$ cat config.mk
export PLATFORM = sky130hd
export DESIGN_NAME = ahbApbBridgeTop
export DESIGN_NICKNAME = d
export VERILOG_FILES = /design/src/verilog/bridgePkg.sv /design/src/verilog/ahbSlaveInterface.sv /design/src/verilog/apbFsmController.sv /design/src/verilog/apbRegisterBank.sv /design/src/verilog/ahbApbBridgeTop.sv
export SDC_FILE = /design/constraint.sdc
export NUM_CORES = 2
export LEC_CHECK = 0
export BUFFER_PORTS_ARGS = -buffer_cell sky130_fd_sc_hd__buf_2
export CAP_MARGIN = 40
export CORE_AREA = 2 2 245 488
export DETAILED_ROUTE_END_ITERATION = 7
export DIE_AREA = 0 0 247 490
export HOLD_SLACK_MARGIN = 0.12
export PLACE_DENSITY = 0.83
export SYNTH_ARGS = -nofsm -noshare
export SYNTH_HDL_FRONTEND = slang
export SYNTH_SLANG_ARGS = --single-unit
$ cat constraint.sdc
create_clock -name Hclk -period 4.9 [get_ports Hclk]
set_clock_uncertainty 0.2 [all_clocks]
set_input_delay 1.225 -clock Hclk [delete_from_list [all_inputs] [get_ports Hclk]]
set_output_delay 1.225 -clock Hclk [all_outputs]
set_load 0.03 [all_outputs]
$ cat src/verilog/bridgePkg.sv
// shared bridge types; word transfers only, three fixed 64 MB windows starting at 0x8000_0000
package bridgePkg;

	// number of APB peripherals, one Pselx bit each
	localparam int selWidth = 3;

	// AHB transfer types that carry a transfer
	localparam logic [1:0] htransNonseq = 2'b10;
	localparam logic [1:0] htransSeq = 2'b11;

	// --------------------
	// address map
	// --------------------

	// element 0 is the rightmost entry
	localparam logic [selWidth-1:0][31:0] slaveBase = {
		32'h8800_0000,
		32'h8400_0000,
		32'h8000_0000
	};

	localparam logic [31:0] slaveSpan = 32'h0400_0000;

	// current address phase as seen by the FSM
	typedef struct packed {
		logic [31:0] addr;
		logic [31:0] wdata;
		logic write;
		logic [selWidth-1:0] sel;
	} ahbReq;

	// APB sequencer states
	typedef enum logic [2:0] {
		idle = 3'b000,
		wWait = 3'b001,
		read = 3'b010,
		write = 3'b011,
		writeP = 3'b100,
		rEnable = 3'b101,
		wEnable = 3'b110,
		wEnableP = 3'b111
	} apbState;

endpackage

$ cat src/verilog/ahbSlaveInterface.sv
// word transfers only; the pipeline shifts every cycle, so the master must hold Haddr/Hwdata while stalled
`timescale 1ns/1ps

module ahbSlaveInterface
(
	input logic Hclk,
	input logic Hresetn,
	input logic [31:0] Haddr,
	input logic [1:0] Htrans,
	input logic Hwrite,
	input logic [31:0] Hwdata,
	input logic Hreadyin,
	output bridgePkg::ahbReq req,
	output logic [31:0] haddr1,
	output logic [31:0] haddr2,
	output logic [31:0] hwdata1,
	output logic [31:0] hwdata2,
	output logic valid,
	output logic hwriteReg
);

	logic [bridgePkg::selWidth-1:0] sel;
	logic transActive;
	logic addrHit;

	// --------------------
	// select decode
	// --------------------

	always_comb
	begin
		sel = '0;
		for (int i = 0; i < bridgePkg::selWidth; i++)
		begin
			if ((Haddr >= bridgePkg::slaveBase[i]) &&
				(Haddr < bridgePkg::slaveBase[i] + bridgePkg::slaveSpan))
			begin
				sel[i] = 1'b1;
			end
		end
	end

	assign addrHit = |sel;

	// IDLE and BUSY carry no transfer
	assign transActive = (Htrans == bridgePkg::htransNonseq) ||
		(Htrans == bridgePkg::htransSeq);

	// only an address phase sampled with Hready high is taken
	assign valid = Hreadyin && transActive && addrHit;

	assign req.addr = Haddr;
	assign req.wdata = Hwdata;
	assign req.write = Hwrite;
	assign req.sel = sel;

	// --------------------
	// address and data pipeline
	// --------------------

	// one and two cycles back, used for the pipelined write setup
	always_ff @(posedge Hclk)
	begin
		haddr1 <= Haddr;
		haddr2 <= haddr1;
		hwdata1 <= Hwdata;
		hwdata2 <= hwdata1;
	end

	// direction of the last address phase sampled with Hready high
	always_ff @(posedge Hclk)
	begin
		if (!Hresetn)
		begin
			hwriteReg <= 1'b0;
		end
		else if (Hreadyin)
		begin
			hwriteReg <= Hwrite;
		end
	end

endmodule

$ cat src/verilog/apbFsmController.sv
// no APB wait states or errors; a pending transfer is taken only while Hreadyout is high
`timescale 1ns/1ps

module apbFsmController
(
	input logic Hclk,
	input logic Hresetn,
	input bridgePkg::ahbReq req,
	input logic [31:0] haddr1,
	input logic [31:0] haddr2,
	input logic [31:0] hwdata1,
	input logic [31:0] hwdata2,
	input logic valid,
	input logic hwriteReg,
	output logic [31:0] Paddr,
	output logic [31:0] Pwdata,
	output logic Pwrite,
	output logic Penable,
	output logic [bridgePkg::selWidth-1:0] Pselx,
	output logic Hreadyout
);

	bridgePkg::apbState state;
	bridgePkg::apbState stateNext;

	// select of the address phase one and two cycles back
	logic [bridgePkg::selWidth-1:0] sel1;
	logic [bridgePkg::selWidth-1:0] sel2;

	logic [31:0] addrNext;
	logic [31:0] wdataNext;
	logic [bridgePkg::selWidth-1:0] selNext;
	logic pwriteNext;
	logic penableNext;
	logic readyNext;

	always_ff @(posedge Hclk)
	begin
		sel1 <= req.sel;
		sel2 <= sel1;
	end

	// --------------------
	// next state and outputs
	// --------------------

	always_comb
	begin
		stateNext = bridgePkg::idle;
		addrNext = Paddr;
		wdataNext = Pwdata;
		selNext = Pselx;
		pwriteNext = Pwrite;
		penableNext = 1'b0;
		readyNext = 1'b1;
		case (state)
			bridgePkg::idle, bridgePkg::rEnable, bridgePkg::wEnable:
			begin
				selNext = '0;
				if (valid && req.write)
				begin
					// data comes one cycle later
					stateNext = bridgePkg::wWait;
				end
				else if (valid)
				begin
					stateNext = bridgePkg::read;
					addrNext = req.addr;
					selNext = req.sel;
					pwriteNext = 1'b0;
					readyNext = 1'b0;
				end
			end
			bridgePkg::wWait:
			begin
				addrNext = haddr1;
				wdataNext = req.wdata;
				selNext = sel1;
				pwriteNext = 1'b1;
				readyNext = 1'b0;
				stateNext = valid ? bridgePkg::writeP : bridgePkg::write;
			end
			bridgePkg::read:
			begin
				penableNext = 1'b1;
				stateNext = bridgePkg::rEnable;
			end
			bridgePkg::write:
			begin
				penableNext = 1'b1;
				stateNext = bridgePkg::wEnable;
			end
			bridgePkg::writeP:
			begin
				penableNext = 1'b1;
				// a pending read keeps the master stalled until its own enable
				readyNext = hwriteReg;
				stateNext = bridgePkg::wEnableP;
			end
			bridgePkg::wEnableP:
			begin
				addrNext = haddr2;
				selNext = sel2;
				readyNext = 1'b0;
				if (hwriteReg)
				begin
					wdataNext = hwdata1;
					pwriteNext = 1'b1;
					stateNext = valid ? bridgePkg::writeP : bridgePkg::write;
				end
				else
				begin
					pwriteNext = 1'b0;
					stateNext = bridgePkg::read;
				end
			end
			default:
			begin
				selNext = '0;
				stateNext = bridgePkg::idle;
			end
		endcase
	end

	// --------------------
	// registered APB side
	// --------------------

	always_ff @(posedge Hclk)
	begin
		if (!Hresetn)
		begin
			state <= bridgePkg::idle;
			Pselx <= '0;
			Penable <= 1'b0;
			Pwrite <= 1'b0;
			Hreadyout <= 1'b0;
		end
		else
		begin
			state <= stateNext;
			Pselx <= selNext;
			Penable <= penableNext;
			Pwrite <= pwriteNext;
			Hreadyout <= readyNext;
		end
	end

	always_ff @(posedge Hclk)
	begin
		Paddr <= addrNext;
		Pwdata <= wdataNext;
	end

	// --------------------
	// checks
	// --------------------

	idleWriteToWait: assert property (@(posedge Hclk) disable iff (!Hresetn)
		(state == bridgePkg::idle && valid && req.write) |=> state == bridgePkg::wWait);

	readToEnable: assert property (@(posedge Hclk) disable iff (!Hresetn)
		state == bridgePkg::read |=> state == bridgePkg::rEnable);

	// enable follows exactly one setup cycle
	enableAfterSetup: assert property (@(posedge Hclk) disable iff (!Hresetn)
		Penable |-> ($past(Pselx) != '0) && !$past(Penable));

	selectOneHot: assert property (@(posedge Hclk) disable iff (!Hresetn)
		$onehot0(Pselx));

	// write enable carries the word of the matching AHB data phase
	writeDataMatch: assert property (@(posedge Hclk) disable iff (!Hresetn)
		(Penable && Pwrite) |-> Pwdata == hwdata2);

endmodule

$ cat src/verilog/apbRegisterBank.sv
// word-addressed register file, no wait states; index is Paddr[31:2] modulo regDepth
`timescale 1ns/1ps

module apbRegisterBank
#(
	parameter int regDepth = 16
)
(
	input logic Hclk,
	input logic Hresetn,
	input logic Psel,
	input logic Penable,
	input logic Pwrite,
	input logic [31:0] Paddr,
	input logic [31:0] Pwdata,
	output logic [31:0] Prdata
);

	localparam int idxWidth = (regDepth > 1) ? $clog2(regDepth) : 1;

	logic [31:0] mem [regDepth];
	logic [29:0] wordNum;
	logic [idxWidth-1:0] wordIdx;

	// out-of-range word numbers wrap around
	assign wordNum = Paddr[31:2] % 30'(regDepth);
	assign wordIdx = wordNum[idxWidth-1:0];

	// --------------------
	// storage
	// --------------------

	always_ff @(posedge Hclk)
	begin
		if (!Hresetn)
		begin
			for (int i = 0; i < regDepth; i++)
			begin
				mem[i] <= '0;
			end
		end
		else if (Psel && Penable && Pwrite)
		begin
			mem[wordIdx] <= Pwdata;
		end
	end

	// zero when idle so the top can mux freely
	assign Prdata = (Psel && !Pwrite) ? mem[wordIdx] : '0;

	// enable only after this bank was selected in setup
	enableNeedsSelect: assert property (@(posedge Hclk) disable iff (!Hresetn)
		Penable |-> Psel && $past(Psel));

endmodule

$ cat src/verilog/ahbApbBridgeTop.sv
// Hresp is always OKAY and not a port; Hreadyin must be tied to Hreadyout outside
`timescale 1ns/1ps

module ahbApbBridgeTop
#(
	parameter int regDepth = 16
)
(
	input logic Hclk,
	input logic Hresetn,
	input logic [31:0] Haddr,
	input logic [1:0] Htrans,
	input logic Hwrite,
	input logic [31:0] Hwdata,
	input logic Hreadyin,
	output logic Hreadyout,
	output logic [31:0] Hrdata
);

	bridgePkg::ahbReq req;
	logic [31:0] haddr1;
	logic [31:0] haddr2;
	logic [31:0] hwdata1;
	logic [31:0] hwdata2;
	logic valid;
	logic hwriteReg;

	logic [31:0] Paddr;
	logic [31:0] Pwdata;
	logic Pwrite;
	logic Penable;
	logic [bridgePkg::selWidth-1:0] Pselx;
	logic [31:0] prdata [bridgePkg::selWidth];

	ahbSlaveInterface slaveIf_i
	(
		.Hclk(Hclk),
		.Hresetn(Hresetn),
		.Haddr(Haddr),
		.Htrans(Htrans),
		.Hwrite(Hwrite),
		.Hwdata(Hwdata),
		.Hreadyin(Hreadyin),
		.req(req),
		.haddr1(haddr1),
		.haddr2(haddr2),
		.hwdata1(hwdata1),
		.hwdata2(hwdata2),
		.valid(valid),
		.hwriteReg(hwriteReg)
	);

	apbFsmController fsm_i
	(
		.Hclk(Hclk),
		.Hresetn(Hresetn),
		.req(req),
		.haddr1(haddr1),
		.haddr2(haddr2),
		.hwdata1(hwdata1),
		.hwdata2(hwdata2),
		.valid(valid),
		.hwriteReg(hwriteReg),
		.Paddr(Paddr),
		.Pwdata(Pwdata),
		.Pwrite(Pwrite),
		.Penable(Penable),
		.Pselx(Pselx),
		.Hreadyout(Hreadyout)
	);

	// --------------------
	// peripherals
	// --------------------

	for (genvar i = 0; i < bridgePkg::selWidth; i++)
	begin : bankGen
		// each bank sees enable only while it is selected
		apbRegisterBank #(.regDepth(regDepth)) bank_i
		(
			.Hclk(Hclk),
			.Hresetn(Hresetn),
			.Psel(Pselx[i]),
			.Penable(Penable && Pselx[i]),
			.Pwrite(Pwrite),
			.Paddr(Paddr),
			.Pwdata(Pwdata),
			.Prdata(prdata[i])
		);
	end

	// read data follows the registered select
	always_comb
	begin
		Hrdata = '0;
		for (int i = 0; i < bridgePkg::selWidth; i++)
		begin
			if (Pselx[i])
			begin
				Hrdata = prdata[i];
			end
		end
	end

endmodule

# Yosys cells after proc, flatten, opt, wreduce, memory -nomap -nowiden
# Memory sizes are Yosys's and may differ from the RTL's. A register that Yosys moved wholly into a read port is not among the register bits.
# Index checks and enable logic that the tools add are counted.
# word_totals
ram_bits,1536
out_inout_bits,33
mem_count,3
reg_bits,98
# classes
muxes,52
magnitude_cmp,6
reduce_logical,32
n_eq_ne,12
# mem_list
memory,depth,width,read_ports,rd_clocked_by_memory_dff,write_ports,line_no,rtl
bankGen[0].bank_i.mem,16,32,1,1,16,apbRegisterBank.sv:21,logic [31:0] mem [regDepth];
bankGen[1].bank_i.mem,16,32,1,1,16,apbRegisterBank.sv:21,
bankGen[2].bank_i.mem,16,32,1,1,16,apbRegisterBank.sv:21,
# ops
op,n
$mux W32,10
$ge A32 B32 Y1 const B,3
$lt A32 B32 Y1 const B,3
$reduce_or A32 Y1,3
$pmux W32 S2,1
$mux W4,6
$mux W1,22
$logic_and A1 B1 Y1,18
$pmux W3 S6,1
$pmux W6 S3,1
$mux W3,5
$eq A3 B3 Y1 const B,4
$mux W6,2
$pmux W3 S3,1
$reduce_or A3 Y1,3
$eq A3 B2 Y1 const B,2
$pmux W1 S3,2
$eq A2 B2 Y1 const B,2
$ne A2 B2 Y1 const B,2
$eq A3 B1 Y1 const B,1
$logic_not A3 Y1,1
$reduce_and A3 Y1,1
$reduce_bool A3 Y1,1
$mux W2,1
6 further kinds,6

# Logic depth before layout (Yosys ltp)
# depth
depth_word,9
depth_mapped,10
ltp_nobuf,5

# Hierarchy
# From an unflattened synthesis, not the netlist that was laid out.
# hier_totals
hier_cells,5223
area_unflattened_um2,77824.6
# by_module_without_submodules
mod,seq_area_each_um2,area_per_inst_um2,n_inst,cells_per_inst
apbRegisterBank at bankGen[1].bank_i ...,15374.7,23406.2,2,1529
apbRegisterBank at bankGen[0].bank_i,15374.7,23404.9,1,1529
apbFsmController,2222.1,3533.4,1,285
ahbSlaveInterface,2582.5,3146.8,1,202
ahbApbBridgeTop,0.0,927.1,1,149

# Worst setup path before layout
# No wires, ideal clock.
# synth_path
kind,input port to flip-flop
startpoint,in Hresetn
endpoint,"mem bankGen[2].bank_i.mem[15][0], enable pin"
setup_time_ps,466
required_ps,4234
path_stages,4
n_path_buf,1
setup_slack_ps,213
arrival_ps,4021
path_cell_list,and3_1 nand2_1 clkbuf_1 o21ai_0
# synth_lines
element,line_no,rtl
"start, declared",ahbApbBridgeTop.sv:10,"input logic Hresetn,"
"end, declared",apbRegisterBank.sv:21,

==> flow_summary_export.csv <==
group,metric,value,unit
finish,mostFrequentLayoutCell,"edfxtp_1",
timing,final-max-slew-violation-count,0,
worst_setup_path,cp.arrival,3.57,ns
route,route.final.wire_length,225000,um
timing,worst_slew_margin_rel,42.3,%
global_route,first_global_vias,46595,
floorplan,io_pins,103,
yosys,netlist_instances,5122,
yosys,synth_area_per_cell,14.3,um2
floorplan,dieHeight,490,um
timing,finalSetupViolations,11,
timing,post-route-worst-setup-slack,-0.0966,ns
finish,area_delta_synth_final,12.6,%
yosys,synth.cell_area,73400,um2
placed_design,place.detailed.hpwl,132000,um
placed_design,gp_routability_congestion,0.954,
cts,clk-insertion-delay-late,0.78,ns
global_route,grt_overflow,0,
floorplan,core.rowCount,178,
cts,cts.reportedPaths.clkPinSlew,0.07,ns
timing,setup_total_negative_slack,-0.474,ns
yosys,yosys_most_used_dff,"edfxtp_1",
timing,final.period_utilization,102,%
route,post-route-drc-count,4,
cts,cts-root-to-sink-buffers,3,
worst_setup_path,startpoint_type,"flop",
route,per_cell_routed_wire_length,33.0,um
floorplan,die-area,121000,um2
yosys,postSynthNetCount,5192,
yosys,synth-warning-count,0,
cts,clockRootBuffer,"clkbuf_16",
floorplan,core_region_area,117000,um2
status,run_status,"finished with violations",
pwr,ir_worst_vdd,0.550,mV
finish,finalNonFillerCells,6819,
timing,timing.final.hold_violations,0,
run,max_cap_viol_count,0,
finish,most-common-layout-cells,"1572 x edfxtp_1, 1537 x and2_1, 340 x mux2i_1, 270 x buf_4, 152 x clkbuf_16",
finish,drive_gt1_share,20.1,%
pwr,p_leak,0.0308,uW
route,drtAntennaViolNets,0,
cts,htree_levels,4,
placed_design,numPlacedInstances,6522,
global_route,antenna_found_initial,11,
timing,fmax,200,MHz
cts,cts_hold_buffers,0,
finish,post-route-cell-area,82600,um2
global_route,grt_start_max_net_pins,73,
yosys,postSynth.asyncResetShare,0,%
global_route,groute.usage.overall,37.3,%
status,violations_in_the_final_reports,"design-rule violations, negative setup slack",
floorplan,die_width,247,um
cts,cts_tree,"built",
placed_design,port_buffer_cells,79,
hold_path,worst_hold_path_type,"flop to flop",
timing,timing.final.crit_period,5.00,ns
pwr,p_per_area,508,nW/um2
placed_design,placed_standard_cell_area,76900,um2
yosys,synth-seq-cells,1632,
worst_setup_path,timing.critical_path.to_type,"primary output",
finish,design.final.nets,5249,
yosys,synth.distinct_cells,56,
route,first_iter_violations,6733,
worst_setup_path,critical_path_peak_fanout,15,
cts,cts.sinks,1632,
global_route,wire_length_of_the_first_global_routing_pass,316000,um
yosys,number_of_synthesized_flops_with_an_enable_pin,1572,
worst_setup_path,critical_path_required_time,3.47,ns
yosys,yosysSeqAreaShare,66.0,%
floorplan,floorplan.initialDensity,62.5,%
cts,cts_inserted_buffers,135,
route,detailedRoute.firstPassIterationCount,8,
timing,tightest_slew,0.862,ns
worst_setup_path,critical_path_class,"flop to primary output",
route,via_per_inst,6.75,
route,routed-via-count,46024,
timing,grt_setup_unrepaired,"yes",
==> sequential cells by signal, summed over array words and instances, names as in the netlist, 3 cells and up, named ones only <==
name,flops
fsm_i.sel2,3
bankGen.bank_i.mem,1536
fsm_i.Pselx,3
fsm_i.state,3
fsm_i.Pwdata,32
slaveIf_i.haddr2,4
fsm_i.sel1,3
fsm_i.Paddr,4
slaveIf_i.haddr1,4
slaveIf_i.hwdata1,32
==> kinds of logic (layout without fill, tap and decap cells) <==
logic type,after synthesis,in the layout,synth area share (%)
and+or+nand+nor,1824,1824,15.0
DFF,1632,1632,66.0
muxes,604,604,10.9
AOI/OAI and AO/OA,543,543,5.19
buffers and inverters,519,679,2.92
other,0,7,0
==> worst max-delay path, stage by stage (launching register included) <==
cell and delay, ns:
dfxtp_4 0.47, buf_12 0.18, buf_6 0.20, buf_4 0.29, mux2_2 0.36, o221ai_1 0.18, a221o_2 0.48, o2111ai_2 0.32
buf_2 0.27
==> cell usage after synthesis (24+ instances only) <==
library cell | n | area [um2]
nand3_1 | 33 | 165
a211oi_1 | 24 | 180
mux2_2 | 120 | 1350
a22oi_1 | 147 | 1100
clkbuf_1 | 384 | 1440
o22ai_1 | 54 | 338
o21ai_0 | 122 | 611
a31oi_1 | 35 | 219
nand2_1 | 81 | 304
dfxtp_1 | 60 | 1200
edfxtp_1 | 1572 | 47200
buf_2 | 81 | 405
and2_1 | 1538 | 9620
mux2i_1 | 340 | 3400
o221ai_1 | 25 | 219
nor2b_1 | 34 | 213
nor2_1 | 69 | 259
mux4_2 | 140 | 3150
==> metal layers <==
metal  wire [um]  part of all wire (%)  global-route usage, %
met5          89                 0.040                  0.163
met4       23600                    10                   32.0
met3       25000                    11                   9.25
met2      111000                    49                   60.8
met1       65400                    29                   40.3
==> through the flow <==
step	setup WS, ns	util, %	power [uW]	hold slack (ns)
3_5_place_dp	0.0870	65.5	29100	0.140
5_1_grt	-0.0913	70.4	42600	0.166
2_1_floorplan	0.213	-	23700	0.131
3_3_place_gp	0.0585	65.4	28800	0.132
6_report	-0.0966	70.4	41900	0.157
4_1_cts	-0.0502	69.9	40700	0.156
==> final timing paths <==
check | start | to | slack, ns | cells after the start
hold reg to reg | fsm_i.sel1[2] | fsm_i.sel2[2] | 0.16 | 0
hold / removal | fsm_i.sel1[2] | fsm_i.sel2[2] | 0.16 | 0
setup / recovery | flop | Hrdata[8] | -0.1 | 8
setup reg to reg | fsm_i.Paddr[5] | bankGen[2].bank_i.mem[6][24] | 1.55 | 4
==> layout make-up <==
type	instances	area (um2)
Antenna cell	7	17.5
Clock buffer	177	3800
Clock inverter	63	652
Fill cell	6979	34800
Inverter	14	52.6
Multi-Input combinational cell	2971	23900
Sequential cell	1632	48400
Tap cell	1530	1910
Timing Repair Buffer	425	3900
==> power breakdown <==
group	switching (uW)	internal, uW	total [uW]	leakage [uW]
combinational	9460	5210	14700	0.0120
clock	4930	6160	11100	0.00217
sequential	338	15800	16200	0.0167
==> timing repair <==
item | 4_1_cts | 5_1_grt
endpoints found under the setup margin | 32 | 32
setup buffers | 31 | 8
gates cloned | 2 | 7
pin swaps | 13 | 19
gates resized for setup | 66 | 85
(Power assumes the default switching activity.)
